### config.mk
export PLATFORM = sky130hd
export DESIGN_NAME = mem_issue_stage
export DESIGN_NICKNAME = d
export VERILOG_FILES = /design/src/rtl/mem_pkg.sv /design/src/rtl/mem_issue_stage.sv
export SDC_FILE = /design/constraint.sdc
export NUM_CORES = 1
export LEC_CHECK = 0
export BUFFER_PORTS_ARGS = -buffer_cell sky130_fd_sc_hd__buf_4
export CAP_MARGIN = 40
export CORE_MARGIN = 10
export CORE_UTILIZATION = 44
export DETAILED_ROUTE_END_ITERATION = 12
export GPL_TIMING_DRIVEN = 0
export PLACE_DENSITY = 0.84
export SYNTH_ARGS = -nofsm -noshare
export SYNTH_HDL_FRONTEND = slang
export SYNTH_SLANG_ARGS = --single-unit
### constraint.sdc
create_clock -name clk -period 5.36 [get_ports clk]
set_clock_uncertainty 0.2 [all_clocks]
set_input_delay 1.34 -clock clk [delete_from_list [all_inputs] [get_ports clk]]
set_output_delay 1.34 -clock clk [all_outputs]
set_load 0.005 [all_outputs]
### src/rtl/mem_pkg.sv
package mem_pkg;

    localparam int DATA_W = 32;
    localparam int ADDR_W = 32;
    localparam int REG_ADDR_W = 5;
    localparam int STRB_W = DATA_W / 8;

    localparam int MEM_WORDS = 256;
    localparam int LINE_WORDS = 4;
    localparam int MISS_LAT = 3;              // cycles to data_ok on a line miss.

    localparam int WORD_IDX_W = $clog2(MEM_WORDS);
    localparam int LINE_OFF_W = $clog2(LINE_WORDS);
    localparam int TAG_W = WORD_IDX_W - LINE_OFF_W;
    localparam int CNT_W = $clog2(MISS_LAT + 1);
    localparam logic [CNT_W-1:0] MISS_CNT = CNT_W'(MISS_LAT - 1);

    // nine access kinds need a 4-bit code.
    typedef enum logic [3:0] {
        LD_B  = 4'd0,
        LD_H  = 4'd1,
        LD_W  = 4'd2,
        LD_BU = 4'd3,
        LD_HU = 4'd4,
        LL_W  = 4'd5,
        ST_B  = 4'd6,
        ST_H  = 4'd7,
        ST_W  = 4'd8
    } mem_op_e;

    // one data word, taken whole or lane by lane.
    typedef union packed {
        logic [DATA_W-1:0]           word;
        logic [STRB_W-1:0][7:0]      bytes;
    } cache_word_u;

    typedef struct packed {
        mem_op_e                op;
        logic [ADDR_W-1:0]      addr;
        logic [DATA_W-1:0]      wdata;
        logic [REG_ADDR_W-1:0]  waddr;
        logic [ADDR_W-1:0]      pc;
    } mem_req_t;

    typedef struct packed {
        logic                   valid;
        mem_op_e                op;
        logic [ADDR_W-1:0]      addr;
        logic [DATA_W-1:0]      wdata;        // store data already in its lanes.
        logic [STRB_W-1:0]      wstrb;
        logic [REG_ADDR_W-1:0]  waddr;
        logic                   wreg;
        logic                   access_valid;
        logic                   ale;
        logic [ADDR_W-1:0]      pc;
    } issue_align_t;

    typedef struct packed {
        logic                   valid;
        mem_op_e                op;
        logic [REG_ADDR_W-1:0]  waddr;
        logic                   wreg;
        logic [DATA_W-1:0]      wdata;
        logic                   ale;
        logic [ADDR_W-1:0]      pc;
    } align_wb_t;

    typedef struct packed {
        logic                   wreg;
        logic                   ready;
        logic [REG_ADDR_W-1:0]  waddr;
        logic [DATA_W-1:0]      wdata;
    } fwd_t;

    typedef struct packed {
        logic                   valid;
        logic                   we;
        logic [REG_ADDR_W-1:0]  waddr;
        logic [DATA_W-1:0]      wdata;
        logic                   ale;
        logic [ADDR_W-1:0]      pc;
    } wb_t;

    typedef struct packed {
        logic [ADDR_W-1:0]      addr;
        logic [DATA_W-1:0]      wdata;
        logic [STRB_W-1:0]      wstrb;
        logic                   is_store;
    } dc_req_t;

endpackage
### src/rtl/mem_issue_stage.sv
`timescale 1ns/1ns

module mem_issue_stage (
    input  logic                  clk,
    input  logic                  rst,
    input  logic                  flush_i,
    input  logic                  req_valid_i,
    input  mem_pkg::mem_req_t     req_i,
    output logic                  req_ready_o,
    input  logic                  stage_ready_i,
    output mem_pkg::issue_align_t issue_o
);
    logic                  valid_q;
    logic                  take;
    logic                  is_load;
    logic                  is_store;
    logic                  size_half;
    logic                  size_word;
    logic                  ale;
    mem_pkg::cache_word_u  lanes;
    mem_pkg::issue_align_t entry_d;
    mem_pkg::issue_align_t entry_q;

    always_comb begin
        is_load = 1'b0;
        is_store = 1'b0;
        size_half = 1'b0;
        size_word = 1'b0;
        case (req_i.op)
            mem_pkg::LD_B, mem_pkg::LD_BU: is_load = 1'b1;
            mem_pkg::LD_H, mem_pkg::LD_HU: begin
                is_load = 1'b1;
                size_half = 1'b1;
            end
            mem_pkg::LD_W, mem_pkg::LL_W: begin
                is_load = 1'b1;
                size_word = 1'b1;
            end
            mem_pkg::ST_B: is_store = 1'b1;
            mem_pkg::ST_H: begin
                is_store = 1'b1;
                size_half = 1'b1;
            end
            mem_pkg::ST_W: begin
                is_store = 1'b1;
                size_word = 1'b1;
            end
            default: begin
            end
        endcase
    end

    assign ale = (size_half & req_i.addr[0]) | (size_word & (req_i.addr[1:0] != 2'b00));

    // the store byte or half is copied into every lane it may land in.
    always_comb begin
        lanes.word = req_i.wdata;
        if (size_half) begin
            lanes.bytes[3] = req_i.wdata[15:8];
            lanes.bytes[2] = req_i.wdata[7:0];
        end else if (!size_word) begin
            for (int i = 0; i < mem_pkg::STRB_W; i++) begin
                lanes.bytes[i] = req_i.wdata[7:0];
            end
        end
    end

    always_comb begin
        entry_d.valid = 1'b1;
        entry_d.op = req_i.op;
        entry_d.addr = req_i.addr;
        entry_d.wdata = lanes.word;
        entry_d.waddr = req_i.waddr;
        entry_d.pc = req_i.pc;
        entry_d.ale = ale;
        entry_d.wreg = is_load & ~ale;
        entry_d.access_valid = (is_load | is_store) & ~ale;
        entry_d.wstrb = '0;
        if (is_store && !ale) begin
            if (size_word) entry_d.wstrb = 4'b1111;
            else if (size_half) entry_d.wstrb = req_i.addr[1] ? 4'b1100 : 4'b0011;
            else entry_d.wstrb = 4'b0001 << req_i.addr[1:0];
        end
    end

    assign take = ~valid_q | stage_ready_i;      // the register is empty or moves on.
    assign req_ready_o = ~flush_i & take;

    always_ff @(posedge clk) begin
        if (rst) valid_q <= 1'b0;
        else if (flush_i) valid_q <= 1'b0;
        else if (take) valid_q <= req_valid_i;
    end

    always_ff @(posedge clk) begin
        if (req_valid_i && req_ready_o) entry_q <= entry_d;
    end

    always_comb begin
        issue_o = entry_q;
        issue_o.valid = valid_q;
    end

endmodule

==> results.md <==
- PostCTS Resize Cnt: 0
- Slew @ Worst Pin: just under 0.9 ns
- Sequential fraction of the synthesis area: between 80% and 90%
- Most frequent cell after synthesis: edfxtp_1
- Layout cell share with drive strength beyond 1: 62.5%
- CTS max path bufs: 2
- Biggest area consumer among synthesized cells: edfxtp_1
- Number of global-route vias before repair: 3011
- Pwr dens: about 360 nW/um^2
- Vias per cell: roughly 5.1
- Leakage Power: approximately 2.7 nW
- Setup CP Type: primary input to output pin
- Slew HR: 41.7%
- Ys async rst share: 0%
- DPL Wire Length: between 10000 and 15000 um
- Max_cap viols: 0
- Share of the clock period used by the worst path: 62.8%
- Post-route non-filler standard cell count: 564
- Clock-pin slew on the worst setup and hold paths: 0.06 ns
- Cell Chain, Critical Path: buf_4 > nor2b_1 > nor2_1 > buf_4
- Die width: 116 um
- Critical-path top delay cell: nor2b_1
- CP max FO: 2
- CP delay by family, top: buffers and inverters
- Fin crit period: 3.36 ns
- Synthesized area per cell: between 20 and 25 sq um
- Crit path buffers/inverters: 2
- H-tree Lvls: 4
- CP startpoint kind: primary input
- Slowest stage delay, CP: approximately 0.16 ns
- Initial Util: 45.7%
- First-pass GRT wire length: 18800 um
- Post-synth top flop: edfxtp_1
- Min-delay worst type: flip-flop to flip-flop
- CP Capture Type: output pin
- Final-report hold violation count: 0
- Detailed router's first-iteration violation count: between 100 and 150
- DRT Wirelength: 13600 um
- Area grow syn2layout: 60.1%
- Count of different cell masters after synthesis: 35
- Total CTS buffers: 17
- Critical Path RT: 3.82 ns
- Total congestion overflow: 0
- Area contributors post-synth: edfxtp_1 (83%), mux2_2 (4.5%), a221o_1 (2.2%), and2_0 (1.2%), a21oi_1 (0.74%)
- WHS: around 0.44 ns
- Placed Cells: between 500 and 600
- Gpl congestion: 0.822
- Routed vias: 2870
- Commonest cells post-synth: edfxtp_1 (112), mux2_2 (16), a221o_1 (9)
- Clk_lat worst skew: 0.50 ns
- Wirelength per Cell: approximately 24 um
- # hold bufs at CTS: 0
- Setup TNS: 0 ns
- Endpoints failing setup: 0
- IO buf count: 223
- Antenna violation net count after detailed routing: 0
- CTS tree: done
- DR pass1 iterations: 4
- Crit path arrival time: 1.82 ns
- Root buffer cell: clkbuf_8
- Status: finished, final reports clean
- Final Max Tran Viols: 0
- RSZ-0062 raised after global routing: no
- Post-Syn Area: 4050 sq um
- Row count: 34
- Nets: approximately 550
- Num Clock Sinks: 113
- Synth top area share: 83.1%
- Fill cells: 549
- DRC viols: 0
- Cell count after synthesis: 200
- Synth Register Bits: 113
- Most frequent CP cell: buf_4
- Setup bufs post-CTS: 0
- Initial antenna violation count: 0
- Tot GR Track Use: around a fifth
- Synthesized Nets: between 300 and 400
- Fmax: 297 MHz
- Total die area: 13400 sq um
- Core region area: 8850 sq um
- Yosys warns: 0
- Final Power: between 2 and 2.5 mW
- ANT cells: 0
- I/O Pins: between 200 and 250
- Peak VDD IR: between 0.0002 and 0.0003 V
- Die H: approximately 120 um
- Largest net degree at the start of global routing: between 60 and 70
- Post-synth EDFFs: 112
[placed cells by master (no fill, tap or decap), types with 2 or more instances in the layout]
master and count:
buf_4 227, edfxtp_1 112, mux2_2 16, clkbuf_16 16
a221o_1 9, and2_0 8, a21oi_1 6, nor2_1 6
clkinv_4 5, nand2_1 4, inv_6 4, nor2b_1 3
o21ai_0 3, bufinv_16 3, buf_6 2, inv_1 2
buf_2 2, nor3_1 2, clkbuf_1 2
[cells by family (layout without fill, tap and decap cells)]
group | Yosys count | after routing | synth area share, %
AO/OA/AOI/OAI | 25 | 25 | 4.73
multiplexers | 16 | 16 | 4.45
flip-flops | 113 | 113 | 83.6
buffers and inverters | 11 | 267 | 1.82
XOR/XNOR | 2 | 2 | 0.433
AND/OR/NAND/NOR | 33 | 33 | 4.95
[worst register-to-register path: stages (launching register included)]
cell	delay (ns)
dfxtp_1	0.32
nor2b_1	0.14
nor2_1	0.12
and2_4	0.75
buf_12	0.34
[registers in the layout, indices dropped and copies added, names as in the netlist]
signal / count
valid_q: 1
issue_o: 112
[where the power goes]
part	total (mW)	internal [mW]	switching, mW
logic	0.213	0.123	0.0904
registers	1.03	1.02	0.0115
clock network	1.12	0.715	0.400
total	2.36	1.86	0.502
[cell type report]
class	count	area [sq um]	share of cell area, %
clock inverter	14	181	2.80
sequential	113	3380	52.2
multi-input combinational	76	592	9.14
timing repair buffer	224	1690	26.2
tap	108	135	2.09
inverter	2	7.51	0.116
buffer	9	66.3	1.02
clock buffer	18	418	6.45
[per-layer routing]
layer	wire length (um)	vias up	track usage (%)
met4	163	0	7.17
met1	4470	1416	18.4
met2	7340	154	35.1
met5	0	-	0
met3	1610	13	9.66
li1	-	1287	-
[final timing paths]
check / start / end / slack (ns) / cells past startpoint
setup / recovery: stage_ready_i / req_ready_o / 2.00 / 4
hold / removal: valid_q / valid_q / 0.44 / 3
hold reg to reg: valid_q / valid_q / 0.44 / 3
setup reg to reg: valid_q / issue_o[73] / 3.13 / 4
[metrics by stage]
stage                     area, sq um  util (%)  setup WS [ns]
final                            6480      73.2           2.00
after CTS                        6480      73.2           1.99
after floorplan                  4050         -          0.537
after global placement           5860      66.2         -0.372
after detailed placement         5880      66.4           1.74
after global routing             6480      73.2           1.97
Power figures use the tool's default switching activity.
