[config.mk]
export PLATFORM = sky130hd
export DESIGN_NAME = load_align_stage
export DESIGN_NICKNAME = d
export VERILOG_FILES = /design/src/rtl/mem_pkg.sv /design/src/rtl/load_align_stage.sv
export SDC_FILE = /design/constraint.sdc
export NUM_CORES = 1
export LEC_CHECK = 0
export BUFFER_PORTS_ARGS = -buffer_cell sky130_fd_sc_hd__clkbuf_2
export CORE_AREA = 2 2 149 114
export CTS_BUF_LIST = sky130_fd_sc_hd__clkbuf_8
export CTS_CLUSTER_SIZE = 20
export DETAILED_ROUTE_END_ITERATION = 7
export DIE_AREA = 0 0 151 116
export PLACE_DENSITY_LB_ADDON = 0.1
export SLEW_MARGIN = 25
export SYNTH_ARGS = -nofsm -noshare
export SYNTH_HDL_FRONTEND = slang
export SYNTH_SLANG_ARGS = --single-unit
[constraint.sdc]
create_clock -name clk -period 7.9 [get_ports clk]
set_clock_uncertainty 0.2 [all_clocks]
set_input_delay 0.395 -clock clk [delete_from_list [all_inputs] [get_ports clk]]
set_output_delay 0.395 -clock clk [all_outputs]
set_load 0.01 [all_outputs]
[src/rtl/mem_pkg.sv]
package mem_pkg;

    localparam int DATA_W = 32;
    localparam int ADDR_W = 32;
    localparam int REG_ADDR_W = 5;
    localparam int STRB_W = DATA_W / 8;

    localparam int MEM_WORDS = 256;
    localparam int LINE_WORDS = 4;
    localparam int MISS_LAT = 3;              // cycles to data_ok on a line miss.

    localparam int WORD_IDX_W = $clog2(MEM_WORDS);
    localparam int LINE_OFF_W = $clog2(LINE_WORDS);
    localparam int TAG_W = WORD_IDX_W - LINE_OFF_W;
    localparam int CNT_W = $clog2(MISS_LAT + 1);
    localparam logic [CNT_W-1:0] MISS_CNT = CNT_W'(MISS_LAT - 1);

    // nine access kinds need a 4-bit code.
    typedef enum logic [3:0] {
        LD_B  = 4'd0,
        LD_H  = 4'd1,
        LD_W  = 4'd2,
        LD_BU = 4'd3,
        LD_HU = 4'd4,
        LL_W  = 4'd5,
        ST_B  = 4'd6,
        ST_H  = 4'd7,
        ST_W  = 4'd8
    } mem_op_e;

    // one data word, taken whole or lane by lane.
    typedef union packed {
        logic [DATA_W-1:0]           word;
        logic [STRB_W-1:0][7:0]      bytes;
    } cache_word_u;

    typedef struct packed {
        mem_op_e                op;
        logic [ADDR_W-1:0]      addr;
        logic [DATA_W-1:0]      wdata;
        logic [REG_ADDR_W-1:0]  waddr;
        logic [ADDR_W-1:0]      pc;
    } mem_req_t;

    typedef struct packed {
        logic                   valid;
        mem_op_e                op;
        logic [ADDR_W-1:0]      addr;
        logic [DATA_W-1:0]      wdata;        // store data already in its lanes.
        logic [STRB_W-1:0]      wstrb;
        logic [REG_ADDR_W-1:0]  waddr;
        logic                   wreg;
        logic                   access_valid;
        logic                   ale;
        logic [ADDR_W-1:0]      pc;
    } issue_align_t;

    typedef struct packed {
        logic                   valid;
        mem_op_e                op;
        logic [REG_ADDR_W-1:0]  waddr;
        logic                   wreg;
        logic [DATA_W-1:0]      wdata;
        logic                   ale;
        logic [ADDR_W-1:0]      pc;
    } align_wb_t;

    typedef struct packed {
        logic                   wreg;
        logic                   ready;
        logic [REG_ADDR_W-1:0]  waddr;
        logic [DATA_W-1:0]      wdata;
    } fwd_t;

    typedef struct packed {
        logic                   valid;
        logic                   we;
        logic [REG_ADDR_W-1:0]  waddr;
        logic [DATA_W-1:0]      wdata;
        logic                   ale;
        logic [ADDR_W-1:0]      pc;
    } wb_t;

    typedef struct packed {
        logic [ADDR_W-1:0]      addr;
        logic [DATA_W-1:0]      wdata;
        logic [STRB_W-1:0]      wstrb;
        logic                   is_store;
    } dc_req_t;

endpackage
[src/rtl/load_align_stage.sv]
`timescale 1ns/1ns

module load_align_stage (
    input  logic                        clk,
    input  logic                        rst,
    input  logic                        flush_i,
    input  mem_pkg::issue_align_t       issue_i,
    output logic                        dc_req_valid_o,
    output mem_pkg::dc_req_t            dc_req_o,
    input  logic                        data_ok_i,
    input  logic [mem_pkg::DATA_W-1:0]  rdata_i,
    output logic                        stage_ready_o,
    output mem_pkg::fwd_t               fwd_o,
    output mem_pkg::align_wb_t          result_o
);
    logic                        mem_access;
    logic                        is_load;
    logic                        got_data;
    logic                        advance;
    logic                        data_already_ok_q;
    logic [mem_pkg::DATA_W-1:0]  data_delay_q;
    mem_pkg::cache_word_u        rword;
    logic [7:0]                  sel_byte;
    logic [15:0]                 sel_half;
    logic [mem_pkg::DATA_W-1:0]  load_data;
    mem_pkg::align_wb_t          result_d;
    mem_pkg::align_wb_t          result_q;
    logic                        result_valid_q;

    assign mem_access = issue_i.valid & issue_i.access_valid;
    assign is_load = issue_i.op inside {mem_pkg::LD_B, mem_pkg::LD_H, mem_pkg::LD_W,
                                        mem_pkg::LD_BU, mem_pkg::LD_HU, mem_pkg::LL_W};
    assign got_data = data_ok_i | data_already_ok_q;

    assign stage_ready_o = ~mem_access | got_data;
    assign advance = stage_ready_o;

    // the request drops once this instruction has its answer.
    assign dc_req_valid_o = mem_access & ~data_already_ok_q;
    assign dc_req_o.addr = issue_i.addr;
    assign dc_req_o.wdata = issue_i.wdata;
    assign dc_req_o.wstrb = issue_i.wstrb;
    assign dc_req_o.is_store = ~is_load;

    always_ff @(posedge clk) begin
        if (rst) begin
            data_already_ok_q <= 1'b0;
            data_delay_q <= '0;
        end else if (advance || flush_i) begin
            data_already_ok_q <= 1'b0;
            data_delay_q <= '0;
        end else if (data_ok_i) begin
            data_already_ok_q <= 1'b1;
            data_delay_q <= rdata_i;
        end
    end

    assign rword.word = data_already_ok_q ? data_delay_q : rdata_i;
    assign sel_byte = rword.bytes[issue_i.addr[1:0]];
    assign sel_half = issue_i.addr[1] ? {rword.bytes[3], rword.bytes[2]}
                                      : {rword.bytes[1], rword.bytes[0]};

    always_comb begin
        case (issue_i.op)
            mem_pkg::LD_B:  load_data = {{24{sel_byte[7]}}, sel_byte};
            mem_pkg::LD_BU: load_data = {24'd0, sel_byte};
            mem_pkg::LD_H:  load_data = {{16{sel_half[15]}}, sel_half};
            mem_pkg::LD_HU: load_data = {16'd0, sel_half};
            default:        load_data = rword.word;    // word and linked loads.
        endcase
    end

    always_comb begin
        result_d.valid = issue_i.valid;
        result_d.op = issue_i.op;
        result_d.waddr = issue_i.waddr;
        result_d.wreg = issue_i.wreg;
        result_d.ale = issue_i.ale;
        result_d.pc = issue_i.pc;
        result_d.wdata = (is_load && mem_access) ? load_data : issue_i.wdata;
    end

    // a load is only final once the cache has answered.
    always_comb begin
        fwd_o.wreg = issue_i.valid & issue_i.wreg;
        fwd_o.waddr = issue_i.waddr;
        fwd_o.wdata = result_d.wdata;
        fwd_o.ready = (is_load && mem_access) ? got_data : 1'b1;
    end

    always_ff @(posedge clk) begin
        if (rst) result_valid_q <= 1'b0;
        else if (flush_i) result_valid_q <= 1'b0;
        else if (advance) result_valid_q <= result_d.valid;
    end

    always_ff @(posedge clk) begin
        if (advance) result_q <= result_d;
    end

    always_comb begin
        result_o = result_q;
        result_o.valid = result_valid_q;
    end

endmodule

==> load_flow_metrics.sql <==
INSERT INTO impl_metrics (metric_group, metric, value, unit) VALUES
('clock_network', 'cts_max_level', '3', ''),
('critical_path', 'setup.reg_to_reg.worst_slack', '5.03', 'ns'),
('clock_network', 'clk_pin_slew_worst_paths', '0.11', 'ns'),
('floorplanning', 'io_pins', '335', ''),
('critical_path', 'worst-endpoint-required', '7.30', 'ns'),
('critical_path', 'timing.reg2reg.worst_path_depth', '5', ''),
('sta', 'unrepaired_setup_endpoints_after_global_routing', 'false', ''),
('finish', 'area_delta_synth_final', '29.0', '%'),
('logic_synthesis', 'synth-edff-count', '75', ''),
('drt', 'drt_iter0_drc', '232', ''),
('global_route', 'groute.usage.overall', '19.0', '%'),
('drt', 'vias_per_cell', '4.82', ''),
('clock_network', 'cts-root-buf', 'clkbuf_8', ''),
('sta', 'totalNegativeSetupSlack', '0', 'ns'),
('sta', 'finalHoldWorstSlack', '0.0835', 'ns'),
('sta', 'setup_viol', '0', ''),
('critical_path', 'critical_path_start', 'data_already_ok_q', ''),
('clock_network', 'cts_max_path_buffers', '2', ''),
('logic_synthesis', 'synth.net_count', '631', ''),
('global_route', 'vias_in_the_first_global_route', '4326', ''),
('clock_network', 'cts_hold_buffers', '41', ''),
('floorplanning', 'initial_standard_cell_utilization_of_the_core', '34.8', '%'),
('critical_path', 'timing.critical_path.from_type', 'flip-flop', ''),
('clock_network', 'insertion_delay', '0.39', 'ns'),
('logic_synthesis', 'synth_cell_type_count', '39', ''),
('floorplanning', 'dieWidth', '151', 'um'),
('logic_synthesis', 'synth_cell_area', '5530', 'um^2'),
('critical_path', 'reg2reg_to', 'result_o[42]', ''),
('drt', 'postRouteWirelength', '17100', 'um'),
('floorplanning', 'num_rows', '40', ''),
('critical_path', 'path_class', 'flip-flop to primary output', ''),
('pwr', 'power.density', '168', 'nW/um^2'),
('sta', 'max_clock_freq', '273', 'MHz'),
('critical_path', 'cp.buffers_inverters', '3', ''),
('logic_synthesis', 'synth_area_per_cell', '11.5', 'um^2'),
('clock_network', 'post_cts.resized_instances', '0', ''),
('sta', 'slew_at_the_pin_closest_to_its_max_slew_limit', '0.924', 'ns'),
('logic_synthesis', 'yosysWarningCount', '0', ''),
('status', 'status', 'finished clean', ''),
('finish', 'drive_above_1_share', '45.5', '%'),
('global_route', 'number_of_antenna_violations_at_the_first_check_in_global_routing', '0', ''),
('finish', 'nFillCells', '1551', ''),
('global_route', 'grt_first_pass_wirelength', '24400', 'um'),
('critical_path', 'library_cell_contributing_the_largest_single_delay_on_the_critical_path', 'mux4_2', ''),
('sta', 'post-route-period-util', '46.3', '%'),
('critical_path', 'timing.critical_path.cells', 'buf_4 > clkinv_1 > mux4_2 > o21ai_4 > o32a_1 > clkbuf_2', ''),
('critical_path', 'rr_startpoint', 'data_already_ok_q', ''),
('pwr', 'vdd_ir_drop_max', '0.0704', 'mV'),
('clock_network', 'numCtsBuffers', '9', ''),
('sta', 'worst_slew_margin_rel', '38.4', '%'),
('placed_design', 'count_of_buffers_from_port_buffering', '266', ''),
('floorplanning', 'dieArea', '17500', 'um^2'),
('finish', 'nNetsFinal', '856', ''),
('finish', 'antenna-diode-count', '0', ''),
('critical_path', 'critical-path-top-delay-family', 'buffers and inverters', ''),
('floorplanning', 'height_of_the_die', '116', 'um'),
('drt', 'drc', '0', ''),
('clock_network', 'tritoncts', 'built', ''),
('logic_synthesis', 'post-synth-top-area-cell', 'edfxtp_1', ''),
('sta', 'final-max-slew-violation-count', '0', ''),
('logic_synthesis', 'synth_register_bits', '109', ''),
('critical_path', 'critPathMaxStageDelay', '0.60', 'ns'),
('sta', 'hold_viol_final', '0', ''),
('drt', 'vias_after_detailed_routing', '4447', ''),
('logic_synthesis', 'postSynth.asyncResetShare', '0', '%'),
('drt', 'route.antenna.remaining_nets', '0', ''),
('critical_path', 'critical_path.endpoint', 'fwd_o[9]', ''),
('logic_synthesis', 'netlist.area_leader.share', '40.7', '%'),
('logic_synthesis', 'synth.top_cells.by_area', 'edfxtp_1 41%, dfxtp_1 12%, buf_4 10%', ''),
('logic_synthesis', 'synth-main-ff-cell', 'edfxtp_1', ''),
('critical_path', 'timing.critical_path.depth', '6', '');
cells in the final DEF (no fill, tap or decap), types with 5 or more instances in the layout:
cell type / n
and2_1: 35
o21ai_0: 7
a21oi_1: 18
nand2_1: 33
nor2_1: 35
o32a_1: 8
mux2i_1: 40
dlygate4sd3_1: 41
a41oi_1: 7
a22oi_1: 15
buf_4: 5
clkbuf_2: 266
and3_1: 7
mux2_2: 24
nand3_1: 14
dfxtp_1: 33
clkbuf_8: 9
edfxtp_1: 75
metrics by stage:
| stage | utilization [%] | cell area, um^2 | std cells | setup WS, ns | total power, W |
|---|---|---|---|---|---|
| after CTS | 44.7 | 7110 | 921 | 4.19 | 0.00122 |
| after global placement | 40.8 | 6490 | 863 | 4.30 | 0.000872 |
| after floorplan | - | 5530 | 482 | 4.64 | 0.000798 |
| after detailed placement | 40.9 | 6520 | 864 | 4.59 | 0.000876 |
| final | 44.8 | 7140 | 922 | 4.24 | 0.00120 |
| after global routing | 44.8 | 7140 | 922 | 4.01 | 0.00126 |
cells in the mapped netlist, types with 2 or more instances:
cell type   n
edfxtp_1   75
inv_1       2
o21ai_0     7
nand3_1    14
and2_1     35
nor2_1     35
clkbuf_1   11
buf_4      77
dfxtp_1    34
a22oi_1    15
nand2b_1    4
nor2b_1     4
buf_1       4
and3_1      7
a41oi_1     7
nand2_1    33
mux4_2      2
a21oi_1    18
mux2i_1    40
nor3_1      3
mux2_2     24
o32a_1      8
buf_2       6
buf_6       2
report_power, final:
| group | total [W] | internal [W] | leakage (nW) | switching, W |
|---|---|---|---|---|
| clock | 0.000325 | 0.000120 | 0.0921 | 0.000205 |
| combinational | 0.000228 | 0.000103 | 2.12 | 0.000125 |
| sequential | 0.000648 | 0.000641 | 1.06 | 0.00000773 |
layout make-up:
type / instances / area (um^2) / share of cell area, %
tap: 210 / 263 / 3.68
sequential: 109 / 2930 / 41.1
inverter: 3 / 11.3 / 0.158
clock buffer: 9 / 124 / 1.74
timing repair buffer: 314 / 1820 / 25.5
clock inverter: 7 / 58.8 / 0.824
multi-input combinational: 270 / 1920 / 27.0
registers in the layout, summed over array words and instances, names as in the netlist:
register	count
result_o	75
data_delay_q	32
data_already_ok_q	1
result_valid_q	1
worst min path at each step:
stage	end	slack [ns]	cells past startpoint
floorplan	data_delay_q[0]	0.25	1
global placement	data_delay_q[26]	0.26	1
detailed placement	data_delay_q[10]	0.27	1
CTS	result_o[72]	0.07	1
global route	result_o[72]	0.07	1
finish	result_o[72]	0.08	1
per-layer routing:
metal,wire [um],vias up,track usage [%]
met4,316,0,5.92
li1,-,2122,-
met2,8570,174,32.9
met1,6990,2121,23.4
met3,1230,30,4.96
met5,0,-,0
cells by family (layout without fill, tap and decap cells):
group / count (synthesis) / after routing / synth area share (%)
AND/OR/NAND/NOR: 140 / 140 / 12.7
flip-flops: 109 / 109 / 53.0
buffers and inverters: 103 / 333 / 12.6
multiplexers: 66 / 66 / 12.9
AO/OA/AOI/OAI: 62 / 62 / 8.53
other: 1 / 1 / 0.0678
XOR/XNOR: 1 / 1 / 0.158
worst reg2reg max path, stage by stage (launching register included):
cell	delay [ns]
dfxtp_2	0.35
buf_4	0.51
clkinv_1	0.50
mux4_2	0.60
o21ai_4	0.31
o32a_1	0.26
(Power assumes the default switching activity.)
