===== config.mk =====
export PLATFORM = sky130hd
export DESIGN_NAME = wb_commit
export DESIGN_NICKNAME = d
export VERILOG_FILES = /design/src/rtl/mem_pkg.sv /design/src/rtl/wb_commit.sv
export SDC_FILE = /design/constraint.sdc
export NUM_CORES = 1
export LEC_CHECK = 0
export BUFFER_PORTS_ARGS = -buffer_cell sky130_fd_sc_hd__buf_2
export CAP_MARGIN = 10
export CORE_ASPECT_RATIO = 0.8
export CORE_UTILIZATION = 44
export DETAILED_ROUTE_END_ITERATION = 10
export MAX_ROUTING_LAYER = met4
export PLACE_DENSITY = 0.85
export SETUP_SLACK_MARGIN = 0.3
export SLEW_MARGIN = 5
export SYNTH_ARGS = -nofsm -noshare
export SYNTH_HDL_FRONTEND = slang
export SYNTH_SLANG_ARGS = --single-unit
export TNS_END_PERCENT = 100

===== constraint.sdc =====
create_clock -name clk -period 5.8 [get_ports clk]
set_input_delay 0.58 -clock clk [delete_from_list [all_inputs] [get_ports clk]]
set_output_delay 0.58 -clock clk [all_outputs]
set_load 0.01 [all_outputs]

===== src/rtl/mem_pkg.sv =====
package mem_pkg;

    localparam int DATA_W = 32;
    localparam int ADDR_W = 32;
    localparam int REG_ADDR_W = 5;
    localparam int STRB_W = DATA_W / 8;

    localparam int MEM_WORDS = 256;
    localparam int LINE_WORDS = 4;
    localparam int MISS_LAT = 3;              // cycles to data_ok on a line miss.

    localparam int WORD_IDX_W = $clog2(MEM_WORDS);
    localparam int LINE_OFF_W = $clog2(LINE_WORDS);
    localparam int TAG_W = WORD_IDX_W - LINE_OFF_W;
    localparam int CNT_W = $clog2(MISS_LAT + 1);
    localparam logic [CNT_W-1:0] MISS_CNT = CNT_W'(MISS_LAT - 1);

    // nine access kinds need a 4-bit code.
    typedef enum logic [3:0] {
        LD_B  = 4'd0,
        LD_H  = 4'd1,
        LD_W  = 4'd2,
        LD_BU = 4'd3,
        LD_HU = 4'd4,
        LL_W  = 4'd5,
        ST_B  = 4'd6,
        ST_H  = 4'd7,
        ST_W  = 4'd8
    } mem_op_e;

    // one data word, taken whole or lane by lane.
    typedef union packed {
        logic [DATA_W-1:0]           word;
        logic [STRB_W-1:0][7:0]      bytes;
    } cache_word_u;

    typedef struct packed {
        mem_op_e                op;
        logic [ADDR_W-1:0]      addr;
        logic [DATA_W-1:0]      wdata;
        logic [REG_ADDR_W-1:0]  waddr;
        logic [ADDR_W-1:0]      pc;
    } mem_req_t;

    typedef struct packed {
        logic                   valid;
        mem_op_e                op;
        logic [ADDR_W-1:0]      addr;
        logic [DATA_W-1:0]      wdata;        // store data already in its lanes.
        logic [STRB_W-1:0]      wstrb;
        logic [REG_ADDR_W-1:0]  waddr;
        logic                   wreg;
        logic                   access_valid;
        logic                   ale;
        logic [ADDR_W-1:0]      pc;
    } issue_align_t;

    typedef struct packed {
        logic                   valid;
        mem_op_e                op;
        logic [REG_ADDR_W-1:0]  waddr;
        logic                   wreg;
        logic [DATA_W-1:0]      wdata;
        logic                   ale;
        logic [ADDR_W-1:0]      pc;
    } align_wb_t;

    typedef struct packed {
        logic                   wreg;
        logic                   ready;
        logic [REG_ADDR_W-1:0]  waddr;
        logic [DATA_W-1:0]      wdata;
    } fwd_t;

    typedef struct packed {
        logic                   valid;
        logic                   we;
        logic [REG_ADDR_W-1:0]  waddr;
        logic [DATA_W-1:0]      wdata;
        logic                   ale;
        logic [ADDR_W-1:0]      pc;
    } wb_t;

    typedef struct packed {
        logic [ADDR_W-1:0]      addr;
        logic [DATA_W-1:0]      wdata;
        logic [STRB_W-1:0]      wstrb;
        logic                   is_store;
    } dc_req_t;

endpackage

===== src/rtl/wb_commit.sv =====
`timescale 1ns/1ns

module wb_commit (
    input  logic                clk,
    input  logic                rst,
    input  logic                flush_i,
    input  mem_pkg::align_wb_t  result_i,
    output mem_pkg::wb_t        wb_o,
    output logic                llbit_o
);
    logic          retire;
    logic          is_store;
    logic          wb_valid_q;
    mem_pkg::wb_t  wb_q;

    assign retire = result_i.valid & ~flush_i;       // a flushed entry never retires.
    assign is_store = result_i.op inside {mem_pkg::ST_B, mem_pkg::ST_H, mem_pkg::ST_W};

    always_ff @(posedge clk) begin
        if (rst) wb_valid_q <= 1'b0;
        else wb_valid_q <= retire;
    end

    always_ff @(posedge clk) begin
        if (retire) begin
            wb_q.valid <= 1'b1;
            wb_q.we <= result_i.wreg & ~result_i.ale;
            wb_q.waddr <= result_i.waddr;
            wb_q.wdata <= result_i.wdata;
            wb_q.ale <= result_i.ale;
            wb_q.pc <= result_i.pc;
        end
    end

    always_comb begin
        wb_o = wb_q;
        wb_o.valid = wb_valid_q;
    end

    // any retiring store breaks the link, even one that faulted.
    always_ff @(posedge clk) begin
        if (rst) llbit_o <= 1'b0;
        else if (flush_i) llbit_o <= 1'b0;
        else if (retire && is_store) llbit_o <= 1'b0;
        else if (retire && result_i.op == mem_pkg::LL_W && !result_i.ale) llbit_o <= 1'b1;
    end

endmodule


==> results.md, run 1 <==
- Relative slew slack: 39.2%
- Total die area: 5440 sq um
- Post-synthesis net count: about 160
- First-pass GRT wire length: 6390 um
- Worst path max stage delay: 0.75 ns
- Routed wire length: 4650 um
- Die H: 66.2 um
- Top-area cell type share of the netlist area: 94.2%
- Yosys warning count: 0
- CTS tree: built
- #FFs+latches synth: 73
- IO Count: around 150
- Simple-gate share of the synthesized area: around 2.7%
- Post-synthesis xor/xnor area fraction: 0%
- Mapped Area: 2260 sq um
- Setup_tns: 0 ns
- Port bufs: 151
- # nets final: ~330
- Vias in the first global route: 1,347
- Placed instance count: 295
- Post-CTS setup buffer count: 0
- Setup slack after layout: 3.76 ns
- Chip width: 82.2 um
- Vias: 1,400
- Leakage: 1.43 nW
- Total design power: 0.00117 W
- Placed cell areas: 3090 sq um
- Critical-path cell list: buf_2 -> nor2b_4 -> buf_4
- Drt via density: 4.52
- Worst Hold Path Cells: 1
- Top cells by area, synth: edfxtp_1 (94%), dfxtp_1 (1.8%), nor2b_4 (0.61%), nor3b_2 (0.55%), a2111oi_1 (0.44%)
- Dpl ws: between 3 and 4 ns
- Main combinational cell family by area after synthesis: simple AND/OR/NAND/NOR gates
- Final Max Slew Viols: 0
- Initial antenna violation count: 0
- Clock sink count: 73
- Post-synth top area cell: edfxtp_1
- Worst Path Arrival: 2.01 ns
- Core ar.: 4760 sq um
- DRT iter0 DRCs: 39
- Ratio of cells with drive above 1 in the final layout: 67.6%
- Worst Path Max Fanout: 38
- Cts repair resizes: 0
- Synth Area in Compound Gates: 0.829%
- Area grow syn2layout: 46.9%
- DRC viols: 0
- Worst Setup End Kind: flip-flop
- Average size of a mapped cell: roughly 27 sq um
- RSZ-0062 raised after global routing: no
- Post-synth cell types: 13
- Area share of fa/ha/maj cells after synthesis: 0%
- Fin. Hold Viols: 0
- Setup CP Type: input pin to flip-flop
- Grt ovf: 0
- Worst vdd ir: between 0.2 and 0.3 mV
- Post-route ant nets: 0
- CTS root buf: clkbuf_8
- Gpl congestion: roughly 0.74
- Hold-fix buffers, CTS: 0
- Drt first pass iters: 4
- Worst-Margin Slew: just over 0.9 ns
- Clock buffer depth: 2
- Clock-pin slew on the worst setup and hold paths: 0.07 ns
- Fmax: 491 MHz
- Post-Route Skew: 0 ns
- Mux share of post-synthesis cell area: 0%
- Status: complete, no violations
- Initial Util: 47.5%
- Syn Inst Count: 84
- Total of max-cap violations: 0
- # rows: 22
- All-Layer GR Usage: between 10% and 20%
- Filler-free cell count of the finished design: 310
- H-tree levels: 3
- Number of buffers created by CTS: 9
- Sequential fraction of the synthesis area: a little over nine tenths
- Register-to-Register Path Depth: 2
- Clk_lat worst skew: 0.33 ns
- Wire length per cell: between 15 and 20 um
- HP Class: input pin to flip-flop
- CP Data Required Time: 5.78 ns
- CP Launch Type: input pin
- Cell area after layout: 3330 sq um
- Final setup violation count: 0
- Diodes inserted: 0
- Slowest cell on the critical path: nor2b_4
- Largest net degree at the start of global routing: 39
- Tmin final: about 2.0 ns
- Tcrit/Tclk final: 35.1%
- Cell area power density: between 300 and 400 nW/um^2
==> metal layers <==
layer	track usage [%]	routed length, um	share of wire, %	up-vias
met1	19.6	1730	37	632
li1	-	-	-	659
met2	29.9	2310	50	100
met4	9.87	91	2.0	0
met5	-	0	0	-
met3	6.21	517	11	9
==> path summary, 6_finish.rpt <==
check,slack (ns),endpoint,start
hold reg to reg,0.60,llbit_o,llbit_o
setup / recovery,3.76,wb_o[35],result_i[75]
setup reg to reg,4.89,llbit_o,llbit_o
hold / removal,0.42,wb_o[55],result_i[55]
==> final cells by class <==
cell class / count / area (sq um)
flip-flops and latches: 73 / 2170
fillers: 325 / 1440
repair buffers: 152 / 763
clock buffers: 9 / 124
clock inverters: 6 / 108
multi-input cells: 9 / 80.1
well taps: 60 / 75.1
inverters: 1 / 3.75
==> sequential cells by signal, summed over array words and instances (netlist names) <==
| signal | cells |
|---|---|
| wb_o | 71 |
| wb_valid_q | 1 |
| llbit_o | 1 |
==> where the power goes <==
part	switching [W]	leakage [nW]	internal (W)
registers	0.00000780	0.682	0.000617
clock network	0.000169	0.115	0.000281
logic	0.0000485	0.632	0.0000415
==> layout by cell type, fill, tap and decap left out <==
cell type / n
clkbuf_8: 9
nor2b_4: 1
buf_2: 151
buf_4: 1
dfxtp_1: 2
clkinvlp_4: 1
nor3b_1: 1
bufinv_16: 3
edfxtp_1: 71
nor2b_1: 1
inv_1: 1
a2111oi_1: 1
a41oi_1: 1
nand2_1: 1
nand3b_1: 1
nor3b_2: 1
clkinv_2: 2
or4b_1: 1
==> logic make-up after synthesis <==
logic type | count (synthesis)
AOI/OAI and AO/OA | 2
buffers and inverters | 2
and+or+nand+nor | 7
DFF | 73
==> synth_stat cells (all sizes together) <==
cell type and count:
a2111oi 1, a41oi 1, dfxtp 2, nor3b 2, or4b 1, edfxtp 71
nand3b 1, inv 1, nor2b 2, buf 1, nand2 1
==> metrics by stage <==
stage	utilization, %	hold WS (ns)
after detailed placement	65.0	0.583
after floorplan	-	0.588
final	69.8	0.417
after global routing	69.8	0.399
after global placement	65.0	0.569
after CTS	69.8	0.397
==> critical path: cells and delay by family <==
kind / cells / cell delay, ns
simple gates: 1 / 0.75
buf+inv: 2 / 0.65
Power figures use the tool's default switching activity.
==> run 2, diff against run 1 <==
CORE_UTILIZATION = 37   (was 44)
PLACE_DENSITY = 0.76   (was 0.85)
clock period = 1.7 ns   (was 5.8 ns; I/O delays follow)
==> run 2 against run 1 <==
Compared with the run above:
- worst setup slack got worse by 3.1 ns
- global-route usage fell by 1.5 points
- via count grew 17%
- first-iteration DRC count rose by 92%
- clock power grew to 2.5 times the previous value
- design area rose by 13%
- utilization is 6.4 points lower
- hold slack got worse by 0.40 ns
- sequential share of layout area fell by 7.4 points
- wire length increased by 33%
- sequential power rose to 3.4 times the previous value
- die area rose by 18%
==> results.md, run 2 (same netlist as run 1, synthesis figures left out) <==
- Status: complete, no violations
- Routed wire length: 6190 um (+33%)
- Met2 routed WL: 3400 um (+47%)
- Total of max-cap violations: 0 (unchanged)
- DRT iter0 DRCs: 75 (+92%)
- Fin. Hold Viols: 0 (unchanged)
- CTS root buf: clkbuf_8
- Initial antenna violation count: 0 (unchanged)
- Die H: 72.0 um (+8.8%)
- Net Sw Power: 0.000837 W (+270%)
- Top Layer Used: met4
- DPL Wire Length: around 3800 um
- CP top delay family: flip-flops
- Setup_tns: 0 ns (unchanged)
- Post-route ant nets: 0 (unchanged)
- Dpl ws: 0.433 ns (-2.96 ns)
- Gpl congestion: 0.751 (+1.3%)
- Initial Util: 38.3% (-9.2 points)
- Leakage: 1.58 nW (+11%)
- Cts repair resizes: 0 (unchanged)
- Setup slack after layout: 0.619 ns (-3.14 ns)
- Worst-Margin Slew: 0.295 ns (-0.614 ns)
- First-pass GRT wire length: 7250 um (+13%)
- Max reg flops: 71 (unchanged)
- Worst vdd ir: 0.336 mV (+28%)
- Post-CTS setup buffer count: 0 (unchanged)
- Reg-to-reg slack, setup: 0.94 ns (-3.95 ns)
- Cell area power density: 979 nW/um^2 (+180%)
- Critical-path cell list: buf_2
- Ratio of cells with drive above 1 in the final layout: 57.1% (-11 points)
- # rows: 25 (+14%)
- Most frequent cells in the layout: buf_2 (151), edfxtp_1 (71), dlygate4sd3_1 (44)
- Setup CP Type: flip-flop to output pin
- Area grow syn2layout: 65.7%
- Net Sw Frac: 22.8% (+3.5 points)
- Seq pwr share: 58.1% (+4.5 points)
- All-Layer GR Usage: 16.8% (-1.5 points)
- Clk pwr share: 30.8% (-7.8 points)
- Vias in the first global route: 1,476 (+9.6%)
- IO Count: 152 (unchanged)
- CP Launch Type: flip-flop
- Worst path max stage delay: 0.42 ns (-0.33 ns)
- H-tree levels: 3 (unchanged)
- # nets final: 370 (+14%)
- Internal: 0.00283 W (+200%)
- CTS tree: built
- Clock buffer depth: 2 (unchanged)
- Clock-pin slew on the worst setup and hold paths: 0.08 ns (about the same)
- Worst Path Max Fanout: 1 (-97%)
- Number of buffers created by CTS: 9 (unchanged)
- Drt via density: 4.33 (-4.0%)
- Chip width: 89.4 um (+8.8%)
- Total die area: 6440 sq um (+18%)
- Fmax: 925 MHz
- Comb pwr share: 11.1% (+3.4 points)
- Clock sink count: 73 (unchanged)
- Sum of buffers and inverters on the critical path: 1 (-1)
- Relative slew slack: 80.3% (+41 points)
- Final Max Slew Viols: 0 (unchanged)
- Core ar.: 5910 sq um (+24%)
- HP Class: input pin to flip-flop
- Slowest cell on the critical path: edfxtp_1
- Wl on met1: 2160 um (+25%)
- Placed instance count: 317 (+7.5%)
- Hold slack: 0.0176 ns (-0.399 ns)
- Diodes inserted: 0 (unchanged)
- Worst Path Arrival: 0.91 ns (-1.10 ns)
- Tcrit/Tclk final: a little under two thirds
- Leading cell type in the layout, fill and taps excluded: buf_2
- Filler-free cell count of the finished design: 377 (+22%)
- Met3 wire len: 519 um (+0.39%)
- Port bufs: 151 (unchanged)
- RSZ-0062 raised after global routing: no
- CP Data Required Time: 1.53 ns (-4.25 ns)
- Post-Route Skew: 0 ns (unchanged)
- Grt ovf: 0 (unchanged)
- Tmin final: 1.08 ns
- Final setup violation count: 0 (unchanged)
- Vias: 1,634 (+17%)
- Worst Setup End Kind: output pin
- Drt first pass iters: 4 (unchanged)
- Wire length per cell: 16.4 um (+9.5%)
- DRC viols: 0 (unchanged)
- Largest net degree at the start of global routing: 54 (+38%)
- Clk_lat worst skew: 0.33 ns (about the same)
[run 2: what timing repair did]
action | 4_1_cts | 5_1_grt
endpoints found under the setup margin | 0 | 0
endpoints found under the hold margin | 23 | 21
hold buffers | 23 | 21
[run 2: worst paths after layout]
| path | startpoint | to | depth (start not counted) |
|---|---|---|---|
| setup / recovery | wb_o[29] | wb_o[29] | 1 |
| hold / removal | result_i[67] | wb_o[66] | 1 |
| setup reg to reg | llbit_o | llbit_o | 2 |
| hold reg to reg | llbit_o | llbit_o | 2 |
[run 2: metal layers]
layer	track usage, %	vias to the layer above
li1	-	750
met1	15.8	778
met2	29.0	92
met3	7.51	14
met4	7.94	0
met5	-	-
[run 2: power groups by stage]
| stage | combinational [W] | sequential [W] | clock, W |
|---|---|---|---|
| 5_1_grt | 0.000438 | 0.00215 | 0.00122 |
| 4_1_cts | 0.000364 | 0.00213 | 0.00114 |
| 3_3_place_gp | 0.000311 | 0.00217 | 0 |
| 3_5_place_dp | 0.000321 | 0.00217 | 0 |
| 6_report | 0.000408 | 0.00213 | 0.00113 |
| 2_1_floorplan | 0.0000332 | 0.00224 | 0 |
[run 2: worst register-to-register path, stage by stage, from the launching register on]
cell,delay [ns]
dfxtp_1,0.35
a41oi_2,0.04
a2111oi_1,0.26
[run 2: layout make-up]
| type | instances | area, sq um |
|---|---|---|
| inverters | 1 | 3.75 |
| multi-input cells | 9 | 87.6 |
| fillers | 406 | 2160 |
| repair buffers | 197 | 1220 |
| well taps | 81 | 101 |
| flip-flops and latches | 73 | 2170 |
| clock inverters | 6 | 35.0 |
| clock buffers | 10 | 128 |
[run 2: through the flow]
step / cell area (sq um) / power (W) / util [%]
2_1_floorplan: 2270 / 0.00227 / -
3_3_place_gp: 3150 / 0.00248 / 53.2
3_5_place_dp: 3150 / 0.00249 / 53.2
4_1_cts: 3540 / 0.00364 / 59.9
5_1_grt: 3750 / 0.00381 / 63.4
6_report: 3750 / 0.00367 / 63.4
